$ cat config.mk
export PLATFORM = sky130hd
export DESIGN_NAME = gsim_control
export DESIGN_NICKNAME = d
export VERILOG_FILES = /design/src/rtl/gsim_num_pkg.sv /design/src/rtl/gsim_ctrl_pkg.sv /design/src/rtl/gsim_control.sv
export SDC_FILE = /design/constraint.sdc
export NUM_CORES = 1
export LEC_CHECK = 0
export ABC_AREA = 1
export BUFFER_PORTS_ARGS = -buffer_cell sky130_fd_sc_hd__buf_2
export CORE_AREA = 2 2 39 41
export DETAILED_ROUTE_END_ITERATION = 8
export DIE_AREA = 0 0 41 43
export GPL_ROUTABILITY_DRIVEN = 1
export PLACE_DENSITY = 0.54
export SYNTH_ARGS = -nofsm -noshare
export SYNTH_HDL_FRONTEND = slang
export SYNTH_SLANG_ARGS = --single-unit
export TNS_END_PERCENT = 5
$ cat constraint.sdc
create_clock -name clk -period 1.25 [get_ports clk]
set_clock_uncertainty 0.1 [all_clocks]
set_input_delay 0.25 -clock clk [delete_from_list [all_inputs] [get_ports clk]]
set_output_delay 0.25 -clock clk [all_outputs]
set_load 0.005 [all_outputs]
$ cat src/rtl/gsim_num_pkg.sv
package gsim_num_pkg;

        localparam int N_UNK      = 16;
        localparam int IDX_W      = 4;
        localparam int B_W        = 16;
        localparam int X_W        = 32;         // Q16.16
        localparam int FRAC_W     = 16;
        localparam int SUM_W      = 38;         // Room for 20x a 33-bit pair sum
        localparam int PIPE_DEPTH = 4;

        typedef logic signed [B_W-1:0] gsim_b_t;
        typedef logic signed [X_W-1:0] gsim_x_t;
        typedef logic [IDX_W-1:0]      gsim_idx_t;

        // Old value and its six neighbours, edges already zeroed
        typedef struct packed {
                gsim_x_t m3;
                gsim_x_t m2;
                gsim_x_t m1;
                gsim_x_t x_old;
                gsim_x_t p1;
                gsim_x_t p2;
                gsim_x_t p3;
        } gsim_window_t;

endpackage

$ cat src/rtl/gsim_ctrl_pkg.sv
package gsim_ctrl_pkg;

        typedef enum logic [2:0] {
                IDLE,
                LOAD,
                SWEEP,
                DRAIN,
                SWAP,
                EMIT
        } gsim_state_e;

        // Rides along with the data through the update pipeline
        typedef struct packed {
                logic                    valid;
                gsim_num_pkg::gsim_idx_t idx;
        } gsim_issue_t;

        typedef struct packed {
                logic load_en;
                logic issue_en;
                logic emit_en;
                logic swap;
                logic clear;
        } gsim_ctrl_t;

        typedef struct packed {
                gsim_num_pkg::gsim_idx_t idx;
                logic                    idx_last;
                logic                    drain_done;
                logic                    sweeps_done;
        } gsim_cnt_t;

endpackage

$ cat src/rtl/gsim_control.sv
`timescale 1ns/1ns

module gsim_control (
        input  logic                      clk,
        input  logic                      rst_n_i,
        input  logic                      in_en_i,
        input  gsim_ctrl_pkg::gsim_cnt_t  cnt_i,
        output gsim_ctrl_pkg::gsim_ctrl_t ctrl_o,
        output logic                      out_valid_o
);
        import gsim_ctrl_pkg::*;

        gsim_state_e state_q;
        gsim_state_e state_d;

        always_ff @(posedge clk) begin
                if (!rst_n_i) begin
                        state_q     <= IDLE;
                        out_valid_o <= 1'b0;
                end else begin
                        state_q     <= state_d;
                        out_valid_o <= ctrl_o.emit_en;  // Lines up with registered x
                end
        end

        always_comb begin
                state_d = state_q;
                case (state_q)
                        IDLE: begin
                                if (in_en_i) state_d = LOAD;
                        end
                        LOAD: begin
                                if (in_en_i && cnt_i.idx_last) state_d = SWEEP;
                        end
                        SWEEP: begin
                                if (cnt_i.idx_last) state_d = DRAIN;
                        end
                        DRAIN: begin
                                if (cnt_i.drain_done) state_d = SWAP;
                        end
                        SWAP: begin
                                state_d = cnt_i.sweeps_done ? EMIT : SWEEP;
                        end
                        EMIT: begin
                                if (cnt_i.idx_last) state_d = IDLE;
                        end
                        default: state_d = IDLE;
                endcase
        end

        always_comb begin
                ctrl_o = '0;
                case (state_q)
                        IDLE: begin
                                ctrl_o.load_en = in_en_i;       // b0 arrives here
                                ctrl_o.clear   = in_en_i;
                        end
                        LOAD: begin
                                ctrl_o.load_en = in_en_i;
                        end
                        SWEEP: begin
                                ctrl_o.issue_en = 1'b1;
                        end
                        SWAP: begin
                                ctrl_o.swap = 1'b1;
                        end
                        EMIT: begin
                                ctrl_o.emit_en = 1'b1;
                        end
                        default: ctrl_o = '0;   // DRAIN just waits
                endcase
        end

endmodule

==> impl_metrics.py <==
metrics = {
    "run": {
        "maxCapViolCount": 0,
    },
    "critical_path": {
        "crit_path_end_kind": "output pin",
        "cp.required_ns": 0.90,
        "worstPathCellList": "buf_6 > nor3_2 > buf_2",
        "critical_path_depth": 3,
        "cp_max_fo": 7,
        "r2r_cells": 7,
        "cp_top_family": "flip-flops",
        "worstSetupPathType": "register to output pin",
        "slowest_stage": "dfxtp_4",
        "arrival_ns": 0.98,
        "worst_setup_path_start_kind": "register",
        "path_buf_inv": 2,
        "slowest_delay_ns": 0.36,
    },
    "clock_tree": {
        "cts_root_buf": "clkbuf_4",
        "cts_buffer_depth": 2,
        "cts_buffers": 3,
        "cts.sinks": 4,
        "cts_tree": "yes",
        "clock_latency_ns": 0.23,
        "clk_pin_slew_ns": 0.04,
        "cts_max_level": 1,
    },
    "logic_synthesis": {
        "synth_top_family_by_area": "simple AND/OR/NAND/NOR gates",
        "synth_adder_area_share": 0,
        "synthMuxAreaShare": 0,
        "synth_simple_gate_area_frac": 0.533,
        "netlist_instances": 53,
        "yosysSeqAreaShare": 0.267,
        "ys_seq_elements": 4,
        "yosys_warnings": 0,
        "ys.flop_type": "dfxtp_1",
        "post_synth_num_cell_types": 15,
        "yosys.area.top_type_share": 0.267,
        "synth_area_leaders": "dfxtp_1 27%, nand2_1 23%, inv_1 8.8%",
        "synth_edf_count": 0,
        "synth_compound_area_frac": 0.0500,
        "syn_nets": 63,
        "synth-xor-area-share": 0,
        "syn_area_per_cell_um2": 5.67,
        "synth_top_area_cell": "dfxtp_1",
        "async_flop_share": 0,
        "syn_area_um2": 300,
    },
    "finish": {
        "syn2layout_area_growth_pct": 50.4,
        "seq_area_um2": 91.3,
        "fillers": 165,
        "antenna_cells": 0,
        "fin_util": 0.326,
        "nets": 80,
        "layout-drive-gt1-share": 0.471,
        "multiInputGateArea_um2": 201,
    },
    "sta": {
        "setup_viol": 5,
        "slew-limit-headroom": 0.908,
        "period_share": 1.07,
        "rsz0062_at_grt": "yes",
        "hold_violations": 0,
        "tightest_slew_ns": 0.136,
        "drv_slew": 0,
        "fin_ws_ns": -0.0835,
        "fmaxAchievable_mhz": 750,
        "finalCriticalPeriod_ns": 1.33,
    },
    "routing": {
        "firstDrtPassIters": 3,
        "detail-route-antenna-nets": 0,
        "routed_wl_um": 658,
        "route.detailed.drc": 0,
        "drt_iter0_markers": 3,
        "vias_per_cell": 4.15,
        "num_vias": 349,
        "wl_per_cell_um": 7.83,
    },
    "die": {
        "ios": 16,
        "initial_core_util": 0.217,
        "die_height_um": 43,
        "dieWidth_um": 41,
        "rows": 14,
        "core_um2": 1380,
        "die_area_um2": 1760,
    },
    "power": {
        "seqPwrFrac": 0.286,
        "peakVddDrop_mv": 0.909,
        "pwr-share-clk": 0.148,
        "leakage_nw": 0.258,
        "pwr-share-comb": 0.566,
        "power_switching_mw": 0.484,
        "power.internal_mw": 0.576,
        "p_sw_frac": 0.457,
        "pwr_density_cell_nw_per_um2": 2350,
        "p_total_mw": 1.06,
    },
    "status": {
        "outcome": "finished with violations",
        "failed_checks": "negative setup slack",
    },
    "placement": {
        "dp_hpwl_um": 523,
        "portBuffers": 11,
        "dp_slack_ns": 0.0263,
        "gp_congestion": 0.693,
    },
    "worst_hold_path": {
        "hold_path.class": "input port to register",
        "worst_hold_path.num_cells": 3,
    },
    "global_routing": {
        "grt_usage": 0.0883,
        "grt_pass1_vias": 280,
        "grt_pass1_wl_um": 1040,
        "antenna_found_initial": 0,
        "gr-total-overflow": 0,
        "grt_max_degree": 8,
    },
}
-- area by class of cell --
type	instances	area share
clock buffer	3	0.0499
inverter	10	0.0942
timing repair buffer	13	0.163
sequential	4	0.202
tap	16	0.0443
multi-input combinational	38	0.446
-- worst register-to-register path, stage by stage, from the launching register on --
cell and delay (ns):
dfxtp_4 0.38, inv_2 0.07, or2_0 0.19, nand2_1 0.06, nand2_1 0.06, nand3_1 0.08, nand2_1 0.06, nor2_2 0.07
-- placed cells by master (no fill, tap or decap), drive strengths merged --
cell | netlist | final
nor3 | 2 | 2
nand3 | 3 | 3
nand4 | 1 | 1
o21ai | 2 | 2
inv | 10 | 10
a21oi | 1 | 1
buf | 1 | 13
nand2 | 19 | 19
or2 | 1 | 1
clkbuf | 0 | 3
nor2 | 9 | 9
dfxtp | 4 | 4
-- final timing paths --
check | endpoint | slack (ns) | from
worst max register to register | state_q[1]$_SDFFE_PN0P_ | 0.12 | state_q[2]$_SDFFE_PN0P_
worst min register to register | state_q[1]$_SDFFE_PN0P_ | 0.47 | state_q[1]$_SDFFE_PN0P_
worst max-delay path | ctrl_o[0] | -0.08 | state_q[2]$_SDFFE_PN0P_
worst min-delay path | state_q[2]$_SDFFE_PN0P_ | 0.17 | rst_n_i
-- metal layers --
layer / GRT usage / vias to the layer above / wire (µm)
li1: - / 191 / -
met1: 0.103 / 153 / 291
met2: 0.128 / 5 / 344
met3: 0.0314 / 0 / 23
met4: 0.0600 / 0 / 0
met5: 0 / - / 0
-- through the flow --
step	setup TNS, ns	hold slack [ns]	cell area [µm²]	cells
floorplan	0	0.262	300	53
global placement	0	0.409	383	81
detailed placement	0	0.411	383	81
CTS	-0.223	0.160	430	84
global route	-0.419	0.183	452	84
finish	-0.170	0.168	452	84
-- power groups by stage --
stage	combinational, mW	sequential [mW]	clock [mW]
finish	0.600	0.303	0.157
CTS	0.555	0.287	0.167
global placement	0.515	0.261	0
floorplan	0.421	0.218	0
detailed placement	0.519	0.260	0
global route	0.689	0.313	0.174
-- registers in the layout, indices dropped and copies added, names as in the netlist --
register     count
state_q          3
out_valid_o      1
-- repair_timing --
item	4_1_cts	5_1_grt
buffers inserted	0	0
endpoints found under the setup margin	5	6
cloned	0	0
hold buffers	0	0
pin swaps	2	1
gates resized for setup	10	6
-- kinds of logic after synthesis --
group           Yosys count
simple gates             35
buf+inv                  11
compound gates            3
flops                     4
-- cells in the mapped netlist, types with 2 or more instances --
master,number
nand2_1,18
inv_1,7
nor2_1,7
dfxtp_1,4
inv_2,3
nand3_2,2
nor2_2,2
nor3_1,2
o21ai_0,2
No activity file was read; power rests on OpenSTA's default activity.
