--- src/rtl/gsim_num_pkg.sv ---
package gsim_num_pkg;

        localparam int N_UNK      = 16;
        localparam int IDX_W      = 4;
        localparam int B_W        = 16;
        localparam int X_W        = 32;         // Q16.16
        localparam int FRAC_W     = 16;
        localparam int SUM_W      = 38;         // Room for 20x a 33-bit pair sum
        localparam int PIPE_DEPTH = 4;

        typedef logic signed [B_W-1:0] gsim_b_t;
        typedef logic signed [X_W-1:0] gsim_x_t;
        typedef logic [IDX_W-1:0]      gsim_idx_t;

        // Old value and its six neighbours, edges already zeroed
        typedef struct packed {
                gsim_x_t m3;
                gsim_x_t m2;
                gsim_x_t m1;
                gsim_x_t x_old;
                gsim_x_t p1;
                gsim_x_t p2;
                gsim_x_t p3;
        } gsim_window_t;

endpackage

--- src/rtl/gsim_ctrl_pkg.sv ---
package gsim_ctrl_pkg;

        typedef enum logic [2:0] {
                IDLE,
                LOAD,
                SWEEP,
                DRAIN,
                SWAP,
                EMIT
        } gsim_state_e;

        // Rides along with the data through the update pipeline
        typedef struct packed {
                logic                    valid;
                gsim_num_pkg::gsim_idx_t idx;
        } gsim_issue_t;

        typedef struct packed {
                logic load_en;
                logic issue_en;
                logic emit_en;
                logic swap;
                logic clear;
        } gsim_ctrl_t;

        typedef struct packed {
                gsim_num_pkg::gsim_idx_t idx;
                logic                    idx_last;
                logic                    drain_done;
                logic                    sweeps_done;
        } gsim_cnt_t;

endpackage

--- src/rtl/gsim_update_pipe.sv ---
`timescale 1ns/1ns

module gsim_update_pipe (
        input  logic                       clk,
        input  logic                       rst_n_i,
        input  gsim_ctrl_pkg::gsim_issue_t issue_i,
        input  gsim_num_pkg::gsim_window_t window_i,
        input  gsim_num_pkg::gsim_b_t      b_i,
        output gsim_ctrl_pkg::gsim_issue_t issue_o,
        output gsim_num_pkg::gsim_x_t      x_o
);
        import gsim_num_pkg::*;
        import gsim_ctrl_pkg::*;

        localparam int DIAG = 20;
        localparam int W1   = 13;       // Off-diagonal magnitudes
        localparam int W2   = 6;

        typedef logic signed [X_W:0]     pair_t;
        typedef logic signed [SUM_W-1:0] sum_t;

        gsim_issue_t s1_issue;
        gsim_issue_t s2_issue;
        gsim_issue_t s3_issue;
        gsim_x_t     s1_old;
        gsim_x_t     s2_old;
        gsim_x_t     s3_old;
        gsim_b_t     s1_b;
        pair_t       s1_pair1;
        pair_t       s1_pair2;
        pair_t       s1_pair3;
        sum_t        s2_sum;
        sum_t        s3_quot;
        sum_t        avg;

        always_ff @(posedge clk) begin
                if (!rst_n_i) begin
                        s1_issue <= '0;
                        s2_issue <= '0;
                        s3_issue <= '0;
                        issue_o  <= '0;
                end else begin
                        s1_issue <= issue_i;
                        s2_issue <= s1_issue;
                        s3_issue <= s2_issue;
                        issue_o  <= s3_issue;
                end
        end

        assign avg = (s3_quot + sum_t'(s3_old)) >>> 1;

        always_ff @(posedge clk) begin
                // Stage 1
                s1_pair1 <= pair_t'(window_i.m1) + pair_t'(window_i.p1);
                s1_pair2 <= pair_t'(window_i.m2) + pair_t'(window_i.p2);
                s1_pair3 <= pair_t'(window_i.m3) + pair_t'(window_i.p3);
                s1_old   <= window_i.x_old;
                s1_b     <= b_i;
                // Stage 2, b lands in the integer half
                s2_sum   <= (sum_t'(s1_b) <<< FRAC_W)
                            + W1 * sum_t'(s1_pair1)
                            - W2 * sum_t'(s1_pair2)
                            + sum_t'(s1_pair3);
                s2_old   <= s1_old;
                // Stage 3
                s3_quot  <= s2_sum / DIAG;      // Truncates toward zero
                s3_old   <= s2_old;
                // Stage 4, result wraps to 32 bits
                x_o      <= avg[X_W-1:0];
        end

endmodule

--- config.mk ---
export PLATFORM = sky130hd
export DESIGN_NAME = gsim_update_pipe
export DESIGN_NICKNAME = d
export VERILOG_FILES = /design/src/rtl/gsim_num_pkg.sv /design/src/rtl/gsim_ctrl_pkg.sv /design/src/rtl/gsim_update_pipe.sv
export SDC_FILE = /design/constraint.sdc
export NUM_CORES = 1
export LEC_CHECK = 0
export BUFFER_PORTS_ARGS = -buffer_cell sky130_fd_sc_hd__buf_2
export CAP_MARGIN = 40
export CORE_ASPECT_RATIO = 0.75
export CORE_UTILIZATION = 24
export DETAILED_ROUTE_END_ITERATION = 7
export HOLD_SLACK_MARGIN = 0.12
export PLACE_DENSITY = 0.44
export SYNTH_ARGS = -nofsm -noshare
export SYNTH_HDL_FRONTEND = slang
export SYNTH_SLANG_ARGS = --single-unit
--- constraint.sdc ---
create_clock -name clk -period 16.05 [get_ports clk]
set_input_delay 3.21 -clock clk [delete_from_list [all_inputs] [get_ports clk]]
set_output_delay 3.21 -clock clk [all_outputs]
set_load 0.02 [all_outputs]
==> results by group <==
Timing
  – Slew Limit Fails: 0
  – Setup TNS: 0 ns
  – Fin. Hold Viols: 0
  – Minimum clock period: 15.08 ns
  – Skew final: 0.0222 ns
  – Setup Viol. Count Final: 0
  – Slew headroom: 39.0%
  – Final setup margin: 0.974 ns
  – Tcrit/Tclk final: 93.9%
  – Slew at the pin closest to its max-slew limit: 0.911 ns
  – Fmax: 66.3 MHz

Global routing
  – GRT Residual Overflow: 0
  – Vias in the first global route: 20,400
  – Total GRT Usage: 12.3%
  – Antenna violations before repair: 5
  – Largest net degree at the start of global routing: 58
  – First-pass GRT wire length: 109 mm

Clock network
  – Cts bufs inserted: 42
  – Worst-path clk slew: 0.07 ns
  – CTS tree: yes
  – H-tree depth: 2
  – Maximum buffer depth of the clock tree: 3
  – Clk_lat worst skew: 0.57 ns
  – Clk root buf: clkbuf_16
  – Sink Count: 334

Critical path
  – Crit-path max cell delay: 0.65 ns
  – Arrival @ worst endpoint: 15.51 ns
  – Startpoint types: flip-flop
  – Req. time, crit path: 16.48 ns
  – Crit. End Element: flip-flop
  – Slowest-stage cell, CP: nor4_1
  – FF-to-FF setup slack: 0.97 ns
  – FF-to-FF Start: s2_sum[3]
  – R2r worst-path depth: 49
  – Worst Setup Path Type: reg -> reg
  – Most frequent CP cell: or4_1
  – Largest fanout on the critical path: 17
  – RR Endpoint: s3_quot[32]

Route
  – DRT Pass-1 Iters: 5
  – Wirelength per Cell: 14.7 um
  – Total wire length: 68.5 mm
  – DRT iter0 DRCs: 1,193
  – DR DRC count: 0
  – Via density: 4.49
  – Routed vias: 20,900
  – Final ANT Viol Nets: 0

Worst hold path
  – WHS Endpoint: s3_old[21]
  – Hold_sp: s2_old[21]
  – Min-Delay Path Class: reg -> reg
  – Worst hold path depth: 0

Finish
  – Ant diodes: 0
  – Area Overhead vs Synth: 19.6%
  – Final #Nets: 3,889
  – Final Util: 29.2%
  – Post-layout instance area: 30,800 um2
  – Share of cells above drive strength 1: 16.5%

Floorplan
  – Die H: 286 um
  – Die area: 109,000 um2
  – Cell Rows: 103
  – DIE WIDTH: 380 um
  – Initial Util: 24.4%
  – Core Area: 106,000 um2
  – I/O pin cnt: 284

Synthesis
  – Ys flop type: dfxtp_1
  – Post-synthesis instance area: 25,800 um2
  – Post-synthesis compound-gate area fraction: 21.2%
  – Ys async rst share: 0%
  – Mapped Cells: 2,869
  – Mux cell area share after synthesis: 1.13%
  – Cell accounting for the most synthesized area: dfxtp_1
  – Largest family of logic cells by synthesized area: adder cells
  – Seq/Total Area, Yosys: 25.9%
  – Distinct cells, synth: 121
  – EDFF count, synth: 0
  – Post-Syn Nets: 3,556
  – Yosys warnings: 0
  – Area share of the largest cell type after synthesis: 25.9%
  – Mapped Avg Cell Area: 8.99 um2
  – Post-synthesis register bit count: 334
  – Synth Area in Simple Gates: 10.3%
  – Synth area leaders: dfxtp_1 26%, ha_1 15%, fa_1 9.7%, xnor2_1 6.1%, inv_1 5.6%
  – Xor/xnor share of the synthesized area: 9.57%
  – Adder-cell area share of the yosys netlist: 25.0%

Place
  – Final GP Congestion: 0.873
  – Placed inst area: 29,200 um2
  – Port Buffers: 283
  – Dpl hpwl: 56.8 mm
  – Dpl ws: 0.673 ns

Run status
  – Outcome: finished clean

Run
  – Max_cap viols: 0
-- per-stage QoR --
| step | instances | hold WS [ns] |
|---|---|---|
| finish | 4651 | 0.319 |
| global route | 4651 | 0.325 |
| CTS | 4647 | 0.315 |
| detailed placement | 4571 | 0.312 |
| global placement | 4558 | 0.311 |
| floorplan | 2869 | 0.310 |
-- how the worst max path moves through the flow --
stage | startpoint | endpoint | slack (ns) | depth (start not counted)
after global placement | s2_sum[3] | s3_quot[32] | 0.68 | 49
after floorplan | s2_sum[3] | s3_quot[32] | 2.76 | 57
final | s2_sum[3] | s3_quot[32] | 0.97 | 49
after CTS | s2_sum[3] | s3_quot[32] | 0.64 | 49
after global routing | s2_sum[3] | s3_quot[32] | -0.02 | 49
after detailed placement | s2_sum[3] | s3_quot[32] | 0.67 | 49
-- layout make-up --
type / instances / area (um2)
inverter: 382 / 1430
fill: 11200 / 75000
clock inverter: 21 / 337
multi-input combinational: 2084 / 17400
timing repair buffer: 358 / 1980
clock buffer: 55 / 1190
sequential: 334 / 6690
tap: 1417 / 1770
-- cell families (layout without fill, tap and decap cells) --
| kind of cell | after synthesis | count (layout) |
|---|---|---|
| flops | 334 | 334 |
| buf+inv | 451 | 816 |
| fa+ha+maj | 441 | 441 |
| simple gates | 521 | 521 |
| compound gates | 815 | 815 |
| xor+xnor | 281 | 281 |
| mux | 26 | 26 |
-- layer usage --
metal	global-route usage [%]	wire [um]
met1	18.2	34600
met2	18.6	28800
met3	2.13	3830
met4	2.68	1140
met5	0	47
-- cell usage after synthesis (45+ instances only) --
library cell,n
a21oi_1,247
dfxtp_1,334
fa_1,125
ha_1,315
inv_1,382
nand2_1,119
nand3_1,49
nor2_1,124
nor3_1,45
o21ai_0,194
xnor2_1,181
xor2_1,99
-- placed cells by master, fill, tap and decap left out, types with 10 or more instances in the layout --
master     synthesis  final
and2_1            30     30
a211o_1           11     11
nor2_1           124    122
buf_2             14    283
nand2b_1          27     27
dfxtp_1          334    333
nand3_1           49     49
or3_1             21     21
nand2_1          119    118
nor4_1            21     21
o21ai_0          194    194
xnor2_1          181    180
a31oi_1           20     20
ha_1             315    315
fa_1             125    125
o211ai_1          27     27
o31ai_1           21     21
mux2i_1           18     18
nand4_1           19     19
o21ai_1           18     18
inv_1            382    382
o221ai_1          12     10
a21o_1            15     15
buf_4              8     75
o22ai_1           17     17
xor2_1            99     98
o21bai_1          41     41
a211oi_1          19     19
nor3_1            45     42
a21oi_1          247    247
clkbuf_16          0     45
-- registers in the layout, indices dropped and copies added, names as in the netlist, 16 cells and up --
name      flops
s1_pair1     33
s2_sum       38
s1_old       32
s2_old       32
s1_b         16
s1_pair2     33
s1_pair3     33
x_o          32
s3_old       32
s3_quot      33
-- what timing repair did --
item / in CTS / in global routing
endpoints found under the setup margin: 0 / 10
hold buffers: 0 / 0
setup buffers: 0 / 4
gates resized for setup: 0 / 22
-- worst max-delay path, delay by kind of cell, from the launching register on --
| family | cells | cell delay [ns] |
|---|---|---|
| fa+ha+maj | 1 | 0.21 |
| compound gates | 21 | 6.06 |
| flops | 1 | 0.34 |
| mux | 3 | 0.73 |
| simple gates | 20 | 6.72 |
| buf+inv | 2 | 0.37 |
| xor+xnor | 2 | 0.48 |
Power is left out: the tool's default activity adds up to more than one toggle a clock period on the data nets, which glitch-free logic cannot reach.
