## src/rtl/gsim_num_pkg.sv

```systemverilog
package gsim_num_pkg;

        localparam int N_UNK      = 16;
        localparam int IDX_W      = 4;
        localparam int B_W        = 16;
        localparam int X_W        = 32;         // Q16.16
        localparam int FRAC_W     = 16;
        localparam int SUM_W      = 38;         // Room for 20x a 33-bit pair sum
        localparam int PIPE_DEPTH = 4;

        typedef logic signed [B_W-1:0] gsim_b_t;
        typedef logic signed [X_W-1:0] gsim_x_t;
        typedef logic [IDX_W-1:0]      gsim_idx_t;

        // Old value and its six neighbours, edges already zeroed
        typedef struct packed {
                gsim_x_t m3;
                gsim_x_t m2;
                gsim_x_t m1;
                gsim_x_t x_old;
                gsim_x_t p1;
                gsim_x_t p2;
                gsim_x_t p3;
        } gsim_window_t;

endpackage

```

## src/rtl/gsim_ctrl_pkg.sv

```systemverilog
package gsim_ctrl_pkg;

        typedef enum logic [2:0] {
                IDLE,
                LOAD,
                SWEEP,
                DRAIN,
                SWAP,
                EMIT
        } gsim_state_e;

        // Rides along with the data through the update pipeline
        typedef struct packed {
                logic                    valid;
                gsim_num_pkg::gsim_idx_t idx;
        } gsim_issue_t;

        typedef struct packed {
                logic load_en;
                logic issue_en;
                logic emit_en;
                logic swap;
                logic clear;
        } gsim_ctrl_t;

        typedef struct packed {
                gsim_num_pkg::gsim_idx_t idx;
                logic                    idx_last;
                logic                    drain_done;
                logic                    sweeps_done;
        } gsim_cnt_t;

endpackage

```

## src/rtl/gsim_sweep_counter.sv

```systemverilog
`timescale 1ns/1ns

module gsim_sweep_counter #(
        parameter int ITERATIONS = 8
) (
        input  logic                      clk,
        input  logic                      rst_n_i,
        input  gsim_ctrl_pkg::gsim_ctrl_t ctrl_i,
        output gsim_ctrl_pkg::gsim_cnt_t  cnt_o
);
        import gsim_num_pkg::*;

        localparam int SWEEP_W = $clog2(ITERATIONS + 1);
        localparam int DRAIN_W = $clog2(PIPE_DEPTH);

        gsim_idx_t          idx_q;
        logic [DRAIN_W-1:0] drain_q;
        logic [SWEEP_W-1:0] sweep_q;
        logic               step;
        logic               idx_last;

        assign step     = ctrl_i.load_en | ctrl_i.issue_en | ctrl_i.emit_en;
        assign idx_last = (idx_q == gsim_idx_t'(N_UNK - 1));

        always_ff @(posedge clk) begin
                if (!rst_n_i) begin
                        idx_q   <= '0;
                        drain_q <= '0;
                        sweep_q <= '0;
                end else if (ctrl_i.clear) begin
                        idx_q   <= gsim_idx_t'(ctrl_i.load_en); // First b taken this cycle
                        drain_q <= '0;
                        sweep_q <= '0;
                end else begin
                        if (step) idx_q <= idx_last ? '0 : idx_q + 1'b1;
                        if (step || ctrl_i.swap) begin
                                drain_q <= '0;
                        end else begin
                                drain_q <= drain_q + 1'b1;      // Only meaningful in DRAIN
                        end
                        if (ctrl_i.swap) sweep_q <= sweep_q + 1'b1;
                end
        end

        assign cnt_o.idx         = idx_q;
        assign cnt_o.idx_last    = idx_last;
        assign cnt_o.drain_done  = (drain_q == DRAIN_W'(PIPE_DEPTH - 1));
        assign cnt_o.sweeps_done = (sweep_q == SWEEP_W'(ITERATIONS - 1));  // At last swap

endmodule

```

## config.mk

```make
export PLATFORM = sky130hd
export DESIGN_NAME = gsim_sweep_counter
export DESIGN_NICKNAME = d
export VERILOG_FILES = /design/src/rtl/gsim_num_pkg.sv /design/src/rtl/gsim_ctrl_pkg.sv /design/src/rtl/gsim_sweep_counter.sv
export SDC_FILE = /design/constraint.sdc
export NUM_CORES = 1
export LEC_CHECK = 0
export BUFFER_PORTS_ARGS = -buffer_cell sky130_fd_sc_hd__buf_2
export CAP_MARGIN = 20
export CELL_PAD_IN_SITES_DETAIL_PLACEMENT = 1
export CELL_PAD_IN_SITES_GLOBAL_PLACEMENT = 1
export CORE_MARGIN = 8
export CORE_UTILIZATION = 25
export DETAILED_ROUTE_END_ITERATION = 7
export PLACE_DENSITY_LB_ADDON = 0.25
export SLEW_MARGIN = 20
export SYNTH_ARGS = -nofsm -noshare
export SYNTH_HDL_FRONTEND = slang
export SYNTH_SLANG_ARGS = --single-unit
```

## constraint.sdc

```tcl
create_clock -name clk -period 1.95 [get_ports clk]
set_clock_uncertainty 0.2 [all_clocks]
set_input_delay 0.0975 -clock clk [delete_from_list [all_inputs] [get_ports clk]]
set_output_delay 0.0975 -clock clk [all_outputs]
set_load 0.01 [all_outputs]
```

==> results of run 1 <==
## stage by stage
step	setup slack [ps]	power [mW]	hold WS (ps)	utilization (%)	instances
after global routing	10.60	0.4740	25.02	36.92	92
after detailed placement	462.6	0.2560	183.1	31.47	83
after CTS	43.31	0.4551	13.80	36.42	92
final	125.7	0.4463	17.98	36.92	92
after global placement	476.3	0.2551	178.5	31.47	83
after floorplan	470.2	0.2394	54.71	-	47
## registers in the layout, indices dropped and copies added (netlist names)
register / cells
sweep_q: 4
drain_q: 2
idx_q: 4
## Yosys cell counts
cell | count | area (sq um)
nor4b_2 | 1 | 15.01
dfxtp_1 | 10 | 200.2
a21oi_1 | 3 | 15.01
inv_1 | 1 | 3.750
a21oi_2 | 1 | 8.760
o31ai_1 | 2 | 15.01
and3_4 | 1 | 11.26
mux2i_1 | 2 | 20.02
xor2_1 | 3 | 26.28
and3b_1 | 1 | 8.760
nor2_1 | 6 | 22.52
xnor2_1 | 1 | 8.760
ha_1 | 3 | 37.54
nand2_1 | 3 | 11.26
buf_4 | 1 | 7.510
nand4_1 | 1 | 6.260
o21ai_0 | 2 | 10.01
nor4bb_1 | 1 | 10.01
or3_1 | 2 | 12.51
clkbuf_2 | 1 | 5.000
nor3_2 | 1 | 10.01
## power breakdown
| group | switching [mW] | total (mW) | internal, mW |
|---|---|---|---|
| Sequential | 0.00553 | 0.214 | 0.209 |
| Clock | 0.0740 | 0.187 | 0.113 |
| Combinational | 0.0229 | 0.0448 | 0.0220 |
| Total | 0.102 | 0.446 | 0.344 |
## repair_timing
action / in CTS / in global routing
endpoints found under the hold margin: 4 / 0
endpoints found under the setup margin: 0 / 1
gates resized for setup: 0 / 2
hold buffers: 5 / 0
buffers inserted: 0 / 0
## worst max-delay path: stages
cell,delay (ps)
dlygate4sd3_1,530
buf_2,160
nor3_4,250
nor4bb_1,220
dlygate4sd3_1,580
## metal layers
metal	global-route usage, %	share of wire (%)	vias up
li1	-	-	205
met1	6.740	37	201
met2	11.84	51	13
met3	5.857	11	2
met4	2.048	1.1	0
met5	0	0	-
## cell type report
type	instances	area, sq um
repair buffers	18	115.1
well taps	25	31.28
inverters	1	3.754
clock buffers	4	36.28
flip-flops and latches	10	200.2
fillers	213	1101
multi-input cells	34	257.7
## path summary, 6_finish.rpt
path                               from               endpoint  slack, ps  cells past startpoint
hold reg to reg   drain_q[0]$_SDFF_PP0_  drain_q[0]$_SDFF_PP0_        260                      1
setup reg to reg  drain_q[0]$_SDFF_PP0_  drain_q[1]$_SDFF_PP0_        300                      3
hold / removal                ctrl_i[2]  drain_q[0]$_SDFF_PP0_         20                      3
setup / recovery              ctrl_i[4]  drain_q[1]$_SDFF_PP0_        130                      5
## cells by family (layout without fill, tap and decap cells)
| family | Yosys count | count (layout) |
|---|---|---|
| AND/OR/NAND/NOR | 17 | 17 |
| flip-flops | 10 | 10 |
| AO/OA/AOI/OAI | 8 | 8 |
| XOR/XNOR | 4 | 4 |
| adder cells (fa/ha/maj) | 3 | 3 |
| buffers and inverters | 3 | 23 |
| multiplexers | 2 | 2 |
==> results.md, run 1 <==
- Core area: between 0.0015 and 0.002 sq mm
- Mapped Avg Cell Area: roughly 9.9 sq um
- Initial Utilization: 26.67%
- Placed standard-cell area: 549.3 sq um
- Routed length per instance: 11.76 microns
- Htree depth: 1
- Die area: 0.003499 sq mm
- Final HPWL DP: 781 microns
- Critical Path RT: approximately 2000 ps
- Setup Crit Path Kind: input port to register
- Initial antenna violation count: 0
- VDD IR max: 0.3836 mV
- Slew headroom: 81.71%
- Outcome: finished clean
- CP Max Fanout: 5
- TritonRoute pass-1 iters: 3
- Post-synthesis xor/xnor area fraction: approximately 7.5%
- Layout cell share with drive strength beyond 1: 32.84%
- CTS tree: yes
- Count of unique library cells instantiated by Yosys: 21
- Max-slew violations: 0
- # port buffers: 13
- Clock sink count: 10
- Final setup vio count: 0
- RSZ-0062 raised after global routing: no
- Synth Instances: 47
- Post-Synth Adder-Cell Area: 8.065%
- Detail Route Antenna Nets: 0
- Routed Wire Length: 1082 microns
- Mux cell area share after synthesis: around 4.3%
- Largest net degree at the start of global routing: 10
- Max-cap violations: 0
- Flops & latches, synth: 10
- Crit path capture type: register
- YS warnings: 0
- Site Rows: 15
- Global placement routability congestion: 0.6804
- Number of vias per cell: 4.576
- Crit start category: input port
- Final TNS setup: 0 ps
- Power Density: about 700 mW/mm^2
- Die Y: 59.15 microns
- Area growth, synth to finish: 38.44%
- GRT Resource Usage Total: under 10%
- Vias in the first global route: about 460
- Fin nets: between 70 and 80
- Worst min-delay path category: input port to register
- Slew @ Worst Pin: 272.0 ps
- Post-Synth Simple-Gate Area: 23.12%
- First-pass GRT wire length: 1938 microns
- Tmin final: approximately 1800 ps
- Synth Area in Compound Gates: 10.48%
- Root Driver: clkbuf_4
- Seq/Total Area, Yosys: 43.01%
- DRC viols: 0
- Io pins: 14
- Fin crit share: approximately 94%
- Most frequent cells in the layout: buf_2, dfxtp_1, nor2_1
- Cts bufs inserted: 3
- Fmax: between 0.5 and 0.6 GHz
- Clock Pin Slew Worst Setup and Hold Paths: 70 ps
- Grt ovf: 0
- Syn_nets: 57
- Die width: 59.15 microns
- Largest family of logic cells by synthesized area: simple AND/OR/NAND/NOR gates
- Vias: 421
- ANT cells: 0
- Fin. Hold Viols: 0
- Leak: between 0.2 and 0.3 nW
- DRT iter0 DRCs: 3
- Clock buffer depth: 2
- Cell area after synthesis: 465.4 sq um
- Crit path arrival time: 1840 ps
- Clock latency at the later pin of the worst-skew pair: ~270 ps
- Post-route cell area: around 640 sq um
- Commonest non-fill, non-tap cell in the layout: buf_2
Note: power is estimated with default switching activity, not from simulation.
==> run 2, diff against run 1 <==
ABC_AREA = 1   (was default)
==> run 2 against run 1 <==
Net effect:
- highest routed layer unchanged
- worst setup slack better by 230 ps
- non-clock buffer count fell by 1
- register-to-register slack improved by 290 ps
- die area grew 5.3%
- sequential share of layout area fell by 1.0 points
- largest cell class unchanged
- first-iteration DRC count unchanged
- via count grew 14%
- sequential power hardly changed
- routed wire length rose by 6.7%
==> results.md, run 2 <==
- Outcome: finished clean
- Vias: 479 (+14%)
- Most frequent cells in the layout: buf_2, dfxtp_1, inv_1
- Global placement routability congestion: 0.7653 (+12%)
- Final setup vio count: 0 (unchanged)
- Synth Area in Compound Gates: 9.774% (-0.71 points)
- Most common cell in the synthesized netlist: dfxtp_1
- Slew headroom: 86.03% (+4.3 points)
- Power Density: 678.7 mW/mm^2 (-2.0%)
- R2R setup slack: 590 ps (+290 ps)
- Count of unique library cells instantiated by Yosys: 18 (-14%)
- Crit start category: register
- Final HPWL DP: 908.9 microns (+16%)
- Dominant cell type by area after synthesis: dfxtp_1
- Tmin final: 1594 ps (-230.7 ps)
- Area growth, synth to finish: 33.58%
- Die width: 60.69 microns (+2.6%)
- CP Max Fanout: 6 (+1)
- Setup WS pre-CTS: 588.5 ps (+125.9 ps)
- Clock latency at the later pin of the worst-skew pair: 270 ps (about the same)
- Largest family of logic cells by synthesized area: simple AND/OR/NAND/NOR gates
- Fin nets: 95 (+22%)
- Critical Path RT: 1650 ps (-310 ps)
- Setup Crit Path Kind: register to output port
- Largest registers: idx_q: 4 flops, sweep_q: 4 flops, drain_q: 2 flops
- Placed standard-cell area: 590.6 sq um (+7.5%)
- Post-Synth Simple-Gate Area: 31.08% (+8.0 points)
- Top sig layer: met4
- Clock buffer depth: 2 (unchanged)
- Layout cell share with drive strength beyond 1: 32.14% (-0.69 points)
- DRC viols: 0 (unchanged)
- Final TNS setup: 0 ps (unchanged)
- Post-synth top cells: dfxtp_1, inv_1, nor2_1
- Metal3 WL: 81 microns (-29%)
- Site Rows: 16 (+1)
- Flops & latches, synth: 10 (unchanged)
- Max-cap violations: 0 (unchanged)
- Initial antenna violation count: 0 (unchanged)
- Vias in the first global route: 475 (+3.9%)
- Worst min-delay path category: input port to register
- Clock sink count: 10 (unchanged)
- Clock Pin Slew Worst Setup and Hold Paths: 70 ps (about the same)
- Post-synthesis xor/xnor area fraction: 1.754% (-5.8 points)
- # port buffers: 13 (unchanged)
- Power Internal: 0.3446 mW (+0.17%)
- Fin crit share: 81.73% (-12 points)
- Met1 WL: 494 microns (+22%)
- Synth area leaders: dfxtp_1, ha_1, inv_1, nor2_1, nand2_1
- Syn_nets: 74 (+30%)
- Post-Synth Adder-Cell Area: 7.519% (-0.55 points)
- Post-synth EDFFs: 0 (unchanged)
- Post-CTS Setup Inserts: 0 (unchanged)
- Clock power frac: 42.0% (about the same)
- Routed length per instance: 10.40 microns (-12%)
- Cell area after synthesis: 499.2 sq um (+7.3%)
- Cts bufs inserted: 3 (unchanged)
- Async S/R FF share, synth: 0% (unchanged)
- Max-slew violations: 0 (unchanged)
- ANT cells: 0 (unchanged)
- P_sw: 0.1081 mW (+5.6%)
- Power, Total: 0.4527 mW (+1.4%)
- First-pass GRT wire length: 2159 microns (+11%)
- Routed Wire Length: 1154 microns (+6.7%)
- Root Driver: clkbuf_4
- Combinational share of power: 10.7% (+0.7 points)
- Core area: 0.001922 sq mm (+10%)
- Grt ovf: 0 (unchanged)
- Switching Share: 23.88% (+0.94 points)
- GRT Resource Usage Total: 7.887% (+0.66 points)
- Die area: 0.003683 sq mm (+5.3%)
- Dominant synthesized flop cell: dfxtp_1
- Initial Utilization: 25.98% (-0.69 points)
- Seq/Total Area, Yosys: 40.10% (-2.9 points)
- Detail Route Antenna Nets: 0 (unchanged)
- Post-route cell area: 666.9 sq um (+3.5%)
- Fmax: 0.6275 GHz (+14%)
- VDD IR max: 0.4333 mV (+13%)
- Number of vias per cell: 4.315 (-5.7%)
- Largest net degree at the start of global routing: 8 (-2)
- Leak: 0.3199 nW (+12%)
- Crit path capture type: output port
- Slew @ Worst Pin: 209.3 ps (-62.73 ps)
- YS warnings: 0 (unchanged)
- Mux cell area share after synthesis: 0% (-4.3 points)
- Synth Instances: 64 (+36%)
- Share of power burned in registers: 47.3% (-0.7 points)
- Commonest non-fill, non-tap cell in the layout: buf_2
- DRT iter0 DRCs: 3 (unchanged)
- CTS tree: yes
- Io pins: 14 (unchanged)
- Final WS setup: 356.3 ps (+230.7 ps)
- Mapped Avg Cell Area: 7.800 sq um (-21%)
- TritonRoute pass-1 iters: 4 (+1)
- Met2 WL: 566 microns (+2.9%)
- Crit path arrival time: 1300 ps (-540 ps)
- Die Y: 60.69 microns (+2.6%)
- Fin. Hold Viols: 0 (unchanged)
- Final core utilization: 34.70% (-2.2 points)
- RSZ-0062 raised after global routing: no
- Synth top area share: 40.10% (-2.9 points)
- Htree depth: 1 (unchanged)
==> run 2: cell types whose count changed after synthesis, moves of 3 or more <==
cell / previous run / this run
inv_1: 1 / 9
nand2_1: 3 / 7
nand2_2: 0 / 3
nor3_1: 0 / 3
==> run 2: per-stage QoR <==
step	hold slack, ps	cells
2_1_floorplan	-9.038	64
3_3_place_gp	147.6	103
3_5_place_dp	154.6	103
4_1_cts	56.51	111
5_1_grt	74.29	111
6_report	52.17	111
==> run 2: power groups by stage <==
stage	logic (mW)	registers, mW	clock network [mW]
CTS	0.0494	0.214	0.200
detailed placement	0.0427	0.219	0
floorplan	0.0242	0.220	0
finish	0.0484	0.214	0.190
global placement	0.0420	0.219	0
global route	0.0552	0.215	0.217
==> run 2: worst paths after layout <==
path	from	cells after the start	to
worst min-delay path	ctrl_i[2]	5	idx_q[1]$_SDFFE_PP0P_
worst max-delay path	idx_q[0]$_SDFFE_PN0P_	4	cnt_o[2]
worst min register to register	drain_q[0]$_SDFF_PP0_	1	drain_q[0]$_SDFF_PP0_
worst max register to register	idx_q[0]$_SDFFE_PN0P_	6	idx_q[0]$_SDFFE_PN0P_
==> run 2: final cells by class <==
class                   count  area (sq um)
inverters                  11         41.29
fillers                   254          1255
clock buffers               4         36.28
flip-flops and latches     10         200.2
multi-input cells          42         250.2
well taps                  27         33.78
repair buffers             17         105.1
==> run 2: what timing repair did <==
action	4_1_cts	5_1_grt
gates resized for setup	0	0
hold buffers	4	0
hold endpoints to repair	5	0
==> run 2: kinds of logic after synthesis <==
kind of cell,count (synthesis)
adder cells (fa/ha/maj),3
AO/OA/AOI/OAI,9
flip-flops,10
AND/OR/NAND/NOR,29
buffers and inverters,12
XOR/XNOR,1
==> run 2: critical path, cell delays in order (launching register included) <==
cell and delay (ps):
dfxtp_1 430, ha_1 200, nand2_1 70, nor2_1 150, buf_2 170
==> run 2: metal layers <==
metal,up-vias,global-route usage (%)
li1,243,-
met1,223,9.004
met2,11,12.07
met3,2,3.602
met4,0,3.987
met5,-,0
