--- src/rtl/gsim_num_pkg.sv ---
package gsim_num_pkg;

        localparam int N_UNK      = 16;
        localparam int IDX_W      = 4;
        localparam int B_W        = 16;
        localparam int X_W        = 32;         // Q16.16
        localparam int FRAC_W     = 16;
        localparam int SUM_W      = 38;         // Room for 20x a 33-bit pair sum
        localparam int PIPE_DEPTH = 4;

        typedef logic signed [B_W-1:0] gsim_b_t;
        typedef logic signed [X_W-1:0] gsim_x_t;
        typedef logic [IDX_W-1:0]      gsim_idx_t;

        // Old value and its six neighbours, edges already zeroed
        typedef struct packed {
                gsim_x_t m3;
                gsim_x_t m2;
                gsim_x_t m1;
                gsim_x_t x_old;
                gsim_x_t p1;
                gsim_x_t p2;
                gsim_x_t p3;
        } gsim_window_t;

endpackage

--- src/rtl/gsim_ctrl_pkg.sv ---
package gsim_ctrl_pkg;

        typedef enum logic [2:0] {
                IDLE,
                LOAD,
                SWEEP,
                DRAIN,
                SWAP,
                EMIT
        } gsim_state_e;

        // Rides along with the data through the update pipeline
        typedef struct packed {
                logic                    valid;
                gsim_num_pkg::gsim_idx_t idx;
        } gsim_issue_t;

        typedef struct packed {
                logic load_en;
                logic issue_en;
                logic emit_en;
                logic swap;
                logic clear;
        } gsim_ctrl_t;

        typedef struct packed {
                gsim_num_pkg::gsim_idx_t idx;
                logic                    idx_last;
                logic                    drain_done;
                logic                    sweeps_done;
        } gsim_cnt_t;

endpackage

--- src/rtl/gsim_b_store.sv ---
`timescale 1ns/1ns

module gsim_b_store (
        input  logic                      clk,
        input  gsim_ctrl_pkg::gsim_ctrl_t ctrl_i,
        input  gsim_num_pkg::gsim_idx_t   idx_i,
        input  gsim_num_pkg::gsim_b_t     b_i,
        output gsim_num_pkg::gsim_b_t     b_o
);
        import gsim_num_pkg::*;

        gsim_b_t mem_q [N_UNK];

        // Written only while a problem streams in
        always_ff @(posedge clk) begin
                if (ctrl_i.load_en) begin
                        mem_q[idx_i] <= b_i;
                end
        end

        assign b_o = mem_q[idx_i];      // Same index as the window

endmodule

--- config.mk ---
export PLATFORM = sky130hd
export DESIGN_NAME = gsim_b_store
export DESIGN_NICKNAME = d
export VERILOG_FILES = /design/src/rtl/gsim_num_pkg.sv /design/src/rtl/gsim_ctrl_pkg.sv /design/src/rtl/gsim_b_store.sv
export SDC_FILE = /design/constraint.sdc
export NUM_CORES = 1
export LEC_CHECK = 0
export ABC_AREA = 1
export BUFFER_PORTS_ARGS = -buffer_cell sky130_fd_sc_hd__buf_2
export CAP_MARGIN = 20
export CORE_UTILIZATION = 55
export CTS_CLUSTER_SIZE = 40
export DETAILED_ROUTE_END_ITERATION = 16
export HOLD_SLACK_MARGIN = 0.06
export PLACE_DENSITY = 0.72
export SLEW_MARGIN = 20
export SYNTH_ARGS = -nofsm -noshare
export SYNTH_HDL_FRONTEND = slang
export SYNTH_SLANG_ARGS = --single-unit
--- constraint.sdc ---
create_clock -name clk -period 1.9 [get_ports clk]
set_input_delay 0.285 -clock clk [delete_from_list [all_inputs] [get_ports clk]]
set_output_delay 0.285 -clock clk [all_outputs]
set_load 0.005 [all_outputs]
==> results of run 1 <==
==> where the power goes <==
part	total, mW	leakage, nW	switching, mW	internal [mW]
Combinational	0.872	2.68	0.590	0.282
Clock	4.90	0.402	2.03	2.87
Sequential	6.35	2.31	0.0239	6.33
Total	12.1	5.40	2.64	9.48
==> cells in the final DEF (no fill, tap or decap) <==
cell        count
inv_4           1
clkinv_4        2
nand2_4         1
clkinv_2        4
clkinv_1        6
nand2_1       679
nand3_1         4
buf_12         13
buf_2          32
clkinvlp_4      1
inv_1          31
buf_6           4
bufinv_16       2
edfxtp_1      256
clkbuf_1        6
nand2_2        10
inv_2           7
clkbuf_16      27
nor2_2         18
buf_4          47
==> worst max path at each step <==
stage	slack, ns	cells past startpoint	to
6_report	0.04	9	b_o[2]
3_5_place_dp	0.08	5	mem_q[6][6]
5_1_grt	-0.07	9	b_o[8]
2_1_floorplan	-0.08	6	mem_q[6][0]
3_3_place_gp	0.08	11	b_o[11]
4_1_cts	0.01	9	b_o[2]
==> through the flow <==
stage,std cells,area (µm²),utilization [%],hold slack [ns],setup TNS (ns)
floorplan,1054,10800,-,0.384,-14.86
global placement,1363,11700,61.4,0.669,0
detailed placement,1363,11700,61.4,0.675,0
CTS,1411,12500,65.8,0.121,0
global route,1411,12600,66.0,0.134,-0.129
finish,1411,12600,66.0,0.135,0
==> area by class of cell <==
class,instances,area share [%]
clock inverters,15,1.02
repair buffers,96,6.51
well taps,260,2.59
flip-flops and latches,256,61.2
multi-input cells,712,21.9
clock buffers,33,5.56
inverters,39,1.19
==> cell families (layout without fill, tap and decap cells) <==
logic type	Yosys count	in the layout	share of synthesized area (%)
buffers and inverters	86	183	4.26
DFF	256	256	71.0
and+or+nand+nor	712	712	24.8
==> metal layers <==
metal  GRT usage, %  vias up
li1               -     3527
met1           35.0     3392
met2           41.5      245
met3           4.17       66
met4           10.0        2
met5              0        -
==> critical path, cell delays in order, from the launching register on <==
cell and delay [ns]:
edfxtp_1 0.38, nand2_1 0.09, nand2_1 0.06, nand2_1 0.06, nand2_1 0.06, nand2_1 0.06, nand2_1 0.07, inv_2 0.07
nand2_4 0.06, buf_6 0.12
==> what timing repair did <==
item / in CTS / in global routing
hold buffers: 0 / 0
pin swaps: 0 / 21
buffers inserted: 0 / 0
setup endpoints to repair: 2 / 9
gates resized for setup: 2 / 20
==> run_results.csv, run 1 <==
group,metric,value,unit
yosys,netlist_area,10800,µm²
global_routing,antenna_found_initial,1,
placed_design,numPortBuffers,37,
global_routing,grtUsageTotal,25.6,%
sta,rsz0062_at_grt,"yes",
routing,drt_drc_violations_left,0,
cells_and_area,seq_area,7690,µm²
critical_path,start_kind,"register",
critical_path,crit_start,"mem_q[11][2]",
yosys,synth_top_area_share,71.0,%
min_path,hp-class,"in2reg",
clocking,cts.clk_slew.worst_paths,0.06,ns
critical_path,cp.required,1.62,ns
sta,post-route-min-period,1.86,ns
cells_and_area,biggestRegsByFlops,"mem_q (256)",
critical_path,path_class,"reg2out",
placed_design,pre_cts_ws,0.0844,ns
routing,first_pass_iters,5,
critical_path,crit_arrival,1.57,ns
critical_path,cp_max_fo,1,
min_path,whs_path_depth,1,
cells_and_area,nFillCells,1406,
yosys,synth.most_common_cell,"nand2_1",
placed_design,gp_congestion,0.805,
sta,maxSlewHeadroom,75.4,%
routing,route.met3.wl,1650,µm
yosys,synth-edff-count,256,
routing,vias_per_cell,5.13,
clocking,numClockSinks,256,
die,core,19000,µm²
min_path,hold_start,"b_i[4]",
routing,routed.top_layer,"met5",
clocking,clockBufferDepth,3,
power,total_power,12.1,mW
yosys,synth_cell_types,12,
sta,finalWorstSetupSlack,0.0433,ns
yosys,post-synth-top-area-cell,"edfxtp_1",
global_routing,grt_pass1_vias,6688,
sta,setup_violations,0,
sta,worstMarginPinSlew,0.369,ns
global_routing,grt_max_degree,58,
sta,fmax,539,MHz
yosys,ys_ff_latch,256,
power,vdd_drop_max,0.000847,V
clocking,htree_levels,1,
routing,drtIter0Drc,568,
clocking,cts_tree,"done",
routing,wl_per_cell,17.5,µm
yosys,syn-num-nets,1080,
yosys,synth_common_cells,"nand2_1, edfxtp_1, inv_1",
yosys,avgSynthCellArea,10.3,µm²
sta,slew_violations,0,
cells_and_area,n_antenna_cell,0,
routing,routed_wl,24800,µm
power,leakagePower,5.40,nW
run_status,status,"complete, no violations",
routing,via_count,7232,
cells_and_area,multiInputGateArea,2760,µm²
clocking,numCtsBuffers,26,
yosys,seq_area_frac_synth,71.0,%
die,pin_count,42,
yosys,yosys_warnings,0,
global_routing,grt_remaining_overflow,0,
die,fp.dieArea,20300,µm²
die,start_util,57.0,%
die,rows,50,
min_path,holdPathEnd,"mem_q[4][4]",
sta,hold_viol_final,0,
yosys,synth-async-reset-ratio,0,%
cells_and_area,area_growth,16.0,%
yosys,synthTopCellsByArea,"edfxtp_1, nand2_1, inv_1",
cells_and_area,largest_reg_flops,256,
sta,post-route-period-util,97.7,%
global_routing,grt_first_pass_wirelength,38000,µm
placed_design,hpwl,15300,µm
cells_and_area,drive_gt1_share,14.7,%
job,cap_violations,0,
critical_path,endpoint_kind,"primary output",
die,dieWidth,142,µm
yosys,netlist_instances,1054,
cells_and_area,nNetsFinal,1157,
cells_and_area,regMostFlops,"mem_q",
routing,wl_met2,11900,µm
die,die_y,142,µm
clocking,cts-root-buf,"clkbuf_16",
routing,ant_nets,0,
routing,wl_met1,10300,µm
power,powerDensity,965,nW/µm²
yosys,ys.flop_type,"edfxtp_1",
(Power assumes the default switching activity.)
==> inputs of run 2 (changes only) <==
- CELL_PAD_IN_SITES_DETAIL_PLACEMENT: default -> 1
- CELL_PAD_IN_SITES_GLOBAL_PLACEMENT: default -> 1
- CORE_UTILIZATION: 55 -> 44
==> run_results.csv, run 2 (same netlist as run 1, synthesis figures left out) <==
group,metric,value,unit
run_status,status,"complete, no violations",
sta,rsz0062_at_grt,"yes",
clocking,cts-root-buf,"clkbuf_16",
cells_and_area,biggestRegsByFlops,"mem_q (256)",
critical_path,cp.required,1.62,ns
die,dieWidth,159,µm
global_routing,grtUsageTotal,22.6,%
die,pin_count,42,
cells_and_area,utilization,52.4,%
placed_design,hpwl,17700,µm
power,vdd_drop_max,0.000776,V
cells_and_area,nFillCells,2656,
die,rows,57,
cells_and_area,largest_reg_flops,256,
cells_and_area,area_growth,17.2,%
routing,vias_per_cell,5.00,
routing,wl_per_cell,19.0,µm
cells_and_area,nNetsFinal,1157,
sta,fmax,548,MHz
power,powerDensity,978,nW/µm²
critical_path,cp_max_fo,1,
power,total_power,12.4,mW
global_routing,grt_pass1_vias,7504,
critical_path,worst_path_most_repeated_cell,"nand2_1",
die,die_y,159,µm
die,start_util,44.7,%
clocking,clockBufferDepth,3,
sta,hold_viol_final,0,
sta,setup_violations,0,
clocking,htree_levels,1,
cells_and_area,mostFrequentLayoutCell,"nand2_1",
sta,post-route-period-util,96.0,%
critical_path,cp_slowest_stage_delay,0.38,ns
clocking,cts_resized,0,
critical_path,path_class,"reg2out",
sta,slew_violations,0,
critical_path,cp_slowest_cell,"edfxtp_1",
routing,routed_wl,28100,µm
critical_path,endpoint_kind,"primary output",
routing,drt_drc_violations_left,0,
global_routing,grt_first_pass_wirelength,42900,µm
cells_and_area,regMostFlops,"mem_q",
critical_path,crit_chain,"nand2_1 > nand2_1 > nand2_1 > nand2_1 > nand2_1 > nand2_1 > inv_1 > nand2_2 > buf_6",
sta,maxSlewHeadroom,77.3,%
cells_and_area,n_antenna_cell,0,
cells_and_area,mostFrequentLayoutCells,"nand2_1, edfxtp_1, buf_4",
clocking,cts_hold_buf,0,
clocking,numCtsBuffers,28,
cells_and_area,finalInstanceArea,12700,µm²
clocking,cts.clk_slew.worst_paths,0.06,ns
die,core,24200,µm²
die,fp.dieArea,25200,µm²
sta,post-route-min-period,1.82,ns
placed_design,numPortBuffers,37,
clocking,cts_setup_buffers,0,
routing,via_count,7392,
placed_design,gp_congestion,0.781,
critical_path,crit_arrival,1.54,ns
global_routing,grt_remaining_overflow,0,
sta,worstMarginPinSlew,0.341,ns
job,cap_violations,0,
routing,drtIter0Drc,408,
clocking,cts_tree,"done",
placed_design,dpl_cell_area,11800,µm²
min_path,hp-class,"in2reg",
global_routing,grt_max_degree,67,
global_routing,antenna_found_initial,1,
power,leakagePower,5.43,nW
critical_path,start_kind,"register",
routing,ant_nets,0,
cells_and_area,drive_gt1_share,14.7,%
routing,first_pass_iters,5,
clocking,numClockSinks,256,
[run 2: power breakdown]
group	switching [mW]	internal, mW	total (mW)
combinational	0.598	0.280	0.878
sequential	0.0253	6.33	6.36
clock	2.14	3.04	5.18
total	2.77	9.65	12.4
[run 2: metal layers]
layer,vias to the layer above,GRT usage (%),wire [µm]
met5,-,0,13
met2,154,39.1,14100
li1,3525,-,-
met4,2,6.03,567
met3,39,2.98,1250
met1,3672,30.1,12100
[run 2: through the flow]
| stage | setup TNS (ns) | hold slack (ns) | cells | worst slack, ns |
|---|---|---|---|---|
| global route | -0.145 | 0.128 | 1477 | -0.0330 |
| floorplan | -14.86 | 0.384 | 1054 | -0.0776 |
| detailed placement | 0 | 0.681 | 1425 | 0.0397 |
| global placement | 0 | 0.669 | 1425 | 0.0720 |
| CTS | 0 | 0.113 | 1477 | 0.0114 |
| finish | 0 | 0.125 | 1477 | 0.0752 |
[run 2: layout make-up]
type	count	area, µm²	share of cell area [%]
sequential	256	7690	60.5
multi-input combinational	712	2740	21.6
tap	324	405	3.19
clock buffer	34	744	5.86
inverter	39	149	1.17
timing repair buffer	94	835	6.57
clock inverter	18	135	1.06
[run 2: worst paths after layout]
| path | startpoint | endpoint | slack [ns] | depth (start not counted) |
|---|---|---|---|---|
| min | b_i[15] | mem_q[3][15] | 0.13 | 1 |
| max | mem_q[13][5] | b_o[5] | 0.08 | 9 |
[run 2: worst max-delay path: cells and delay by family (launching register included)]
family	cells	cell delay [ns]
and+or+nand+nor	7	0.43
DFF	1	0.38
buffers and inverters	2	0.18
==> inputs of run 3 (changes only) <==
--- a/config.mk
+++ b/config.mk
@@ -12,3 +12,3 @@
 export CELL_PAD_IN_SITES_GLOBAL_PLACEMENT = 1
-export CORE_UTILIZATION = 44
+export CORE_UTILIZATION = 53
 export CTS_CLUSTER_SIZE = 40
@@ -16,3 +16,3 @@
 export HOLD_SLACK_MARGIN = 0.06
-export PLACE_DENSITY = 0.72
+export PLACE_DENSITY = 0.82
 export SLEW_MARGIN = 20
==> constraint.sdc (replaced) <==
create_clock -name clk -period 2.1 [get_ports clk]
set_input_delay 0.42 -clock clk [delete_from_list [all_inputs] [get_ports clk]]
set_output_delay 0.42 -clock clk [all_outputs]
set_load 0.005 [all_outputs]
==> run_results.csv, run 3 (same netlist as run 1, synthesis figures left out) <==
group,metric,value,unit
sta,rsz0062_at_grt,"yes",
critical_path,endpoint_kind,"primary output",
clocking,numCtsBuffers,27,
cells_and_area,utilization,65.0,%
sta,post-route-period-util,100,%
die,rows,51,
cells_and_area,regMostFlops,"mem_q",
die,die_y,145,µm
critical_path,critical_path_buf_inv_count,2,
sta,worstMarginPinSlew,0.380,ns
clocking,cts_hold_buf,0,
clocking,cts-root-buf,"clkbuf_16",
die,pin_count,42,
cells_and_area,n_antenna_cell,0,
power,leakagePower,5.48,nW
global_routing,grt_pass1_vias,8739,
cells_and_area,nNetsFinal,1160,
die,dieWidth,145,µm
run_status,status,"finished with violations",
cells_and_area,largest_reg_flops,256,
cells_and_area,area_growth,18.3,%
cells_and_area,biggestRegsByFlops,"mem_q (256)",
critical_path,crit_arrival,1.68,ns
cells_and_area,drive_gt1_share,17.9,%
cells_and_area,final_cells,1417,
critical_path,path_class,"reg2out",
cells_and_area,nFillCells,2086,
sta,finalWorstSetupSlack,-0.00281,ns
routing,drt_drc_violations_left,0,
min_path,whs_path_depth,1,
sta,setup_violations,1,
sta,holdWs,0.256,ns
clocking,cts_tree,"done",
sta,post-route-min-period,2.10,ns
critical_path,crit_chain,"nand2_2 > nand2_2 > nand2_2 > nand2_2 > nand2_2 > nand2_2 > inv_2 > nand2_2 > buf_6",
global_routing,antenna_found_initial,0,
critical_path,cp_slowest_stage_delay,0.40,ns
global_routing,grtUsageTotal,31.6,%
critical_path,cp.required,1.68,ns
power,vdd_drop_max,0.000764,V
clocking,clockBufferDepth,3,
routing,routed_wl,32700,µm
global_routing,grt_remaining_overflow,0,
placed_design,gp_congestion,0.787,
global_routing,grt_max_degree,48,
routing,vias_per_cell,5.64,
critical_path,start_kind,"register",
clocking,numClockSinks,256,
job,cap_violations,0,
cells_and_area,mostFrequentLayoutCells,"nand2_1, edfxtp_1, buf_4",
die,core,19700,µm²
die,start_util,54.9,%
min_path,hp-class,"in2reg",
clocking,htree_levels,1,
critical_path,cp_slowest_cell,"edfxtp_1",
sta,tns,-0.00281,ns
die,fp.dieArea,21000,µm²
routing,first_pass_iters,5,
critical_path,cp.depth,9,
critical_path,path_delay_family,"simple AND/OR/NAND/NOR gates",
routing,drtIter0Drc,622,
sta,fmax,476,MHz
placed_design,numPortBuffers,37,
routing,ant_nets,0,
run_status,failed_checks,"negative setup slack",
global_routing,grt_first_pass_wirelength,49300,µm
placed_design,hpwl,18300,µm
cells_and_area,mostFrequentLayoutCell,"nand2_1",
placed_design,dp_cells,1364,
clocking,cts.clk_slew.worst_paths,0.07,ns
sta,hold_viol_final,0,
routing,wl_per_cell,23.1,µm
sta,maxSlewHeadroom,74.7,%
critical_path,worst_path_most_repeated_cell,"nand2_2",
routing,via_count,7991,
sta,slew_violations,0,
power,powerDensity,881,nW/µm²
critical_path,cp_max_fo,1,
## run 3: cell count changes in the layout (fill, tap and decap cells not counted), moves of 3 or more
cell | before | now
buf_4 | 43 | 39
bufbuf_16 | 0 | 3
clkinv_2 | 9 | 6
inv_1 | 31 | 25
inv_2 | 7 | 13
nand2_1 | 682 | 652
nand2_2 | 8 | 37
## run 3: layer usage
metal / GRT usage (%) / wire (µm) / vias to the layer above
li1: - / - / 3532
met1: 38.1 / 12600 / 4003
met2: 56.1 / 16700 / 362
met3: 4.15 / 2070 / 94
met4: 14.9 / 1310 / 0
met5: 0 / 0 / -
## run 3: final timing paths
check	slack, ns	from	end
setup / recovery	-0.003	mem_q[4][12]	b_o[12]
hold / removal	0.26	b_i[9]	mem_q[7][9]
## run 3: area by class of cell
| cell class | instances | area (µm²) | area share, % |
|---|---|---|---|
| well taps | 265 | 332 | 2.59 |
| inverters | 39 | 159 | 1.24 |
| clock buffers | 30 | 687 | 5.36 |
| multi-input cells | 712 | 2820 | 22.0 |
| repair inverters | 1 | 8.76 | 0.0683 |
| flip-flops and latches | 256 | 7690 | 60.0 |
| clock inverters | 17 | 151 | 1.18 |
| repair buffers | 97 | 970 | 7.57 |
## run 3: report_power, final
| part | total, mW | internal, mW | switching [mW] |
|---|---|---|---|
| Sequential | 5.76 | 5.73 | 0.0298 |
| Clock | 4.62 | 2.61 | 2.01 |
| Combinational | 0.914 | 0.297 | 0.617 |
| Total | 11.3 | 8.63 | 2.65 |
## run 3: through the flow
| step | power, mW | area, µm² | setup slack (ns) |
|---|---|---|---|
| finish | 11.3 | 12800 | -0.00281 |
| global placement | 6.60 | 11700 | 0.0562 |
| floorplan | 6.29 | 10800 | -0.0126 |
| CTS | 11.2 | 12700 | 0.00146 |
| global route | 11.5 | 12800 | -0.0744 |
| detailed placement | 6.66 | 11700 | -0.0176 |
## run 3: what timing repair did
item                                   in CTS  in global routing
setup buffers                               0                  2
endpoints found under the hold margin       0                  0
pin swaps                                   1                 38
cloned                                      3                  1
gates resized for setup                    10                 55
setup endpoints to repair                   8                 15
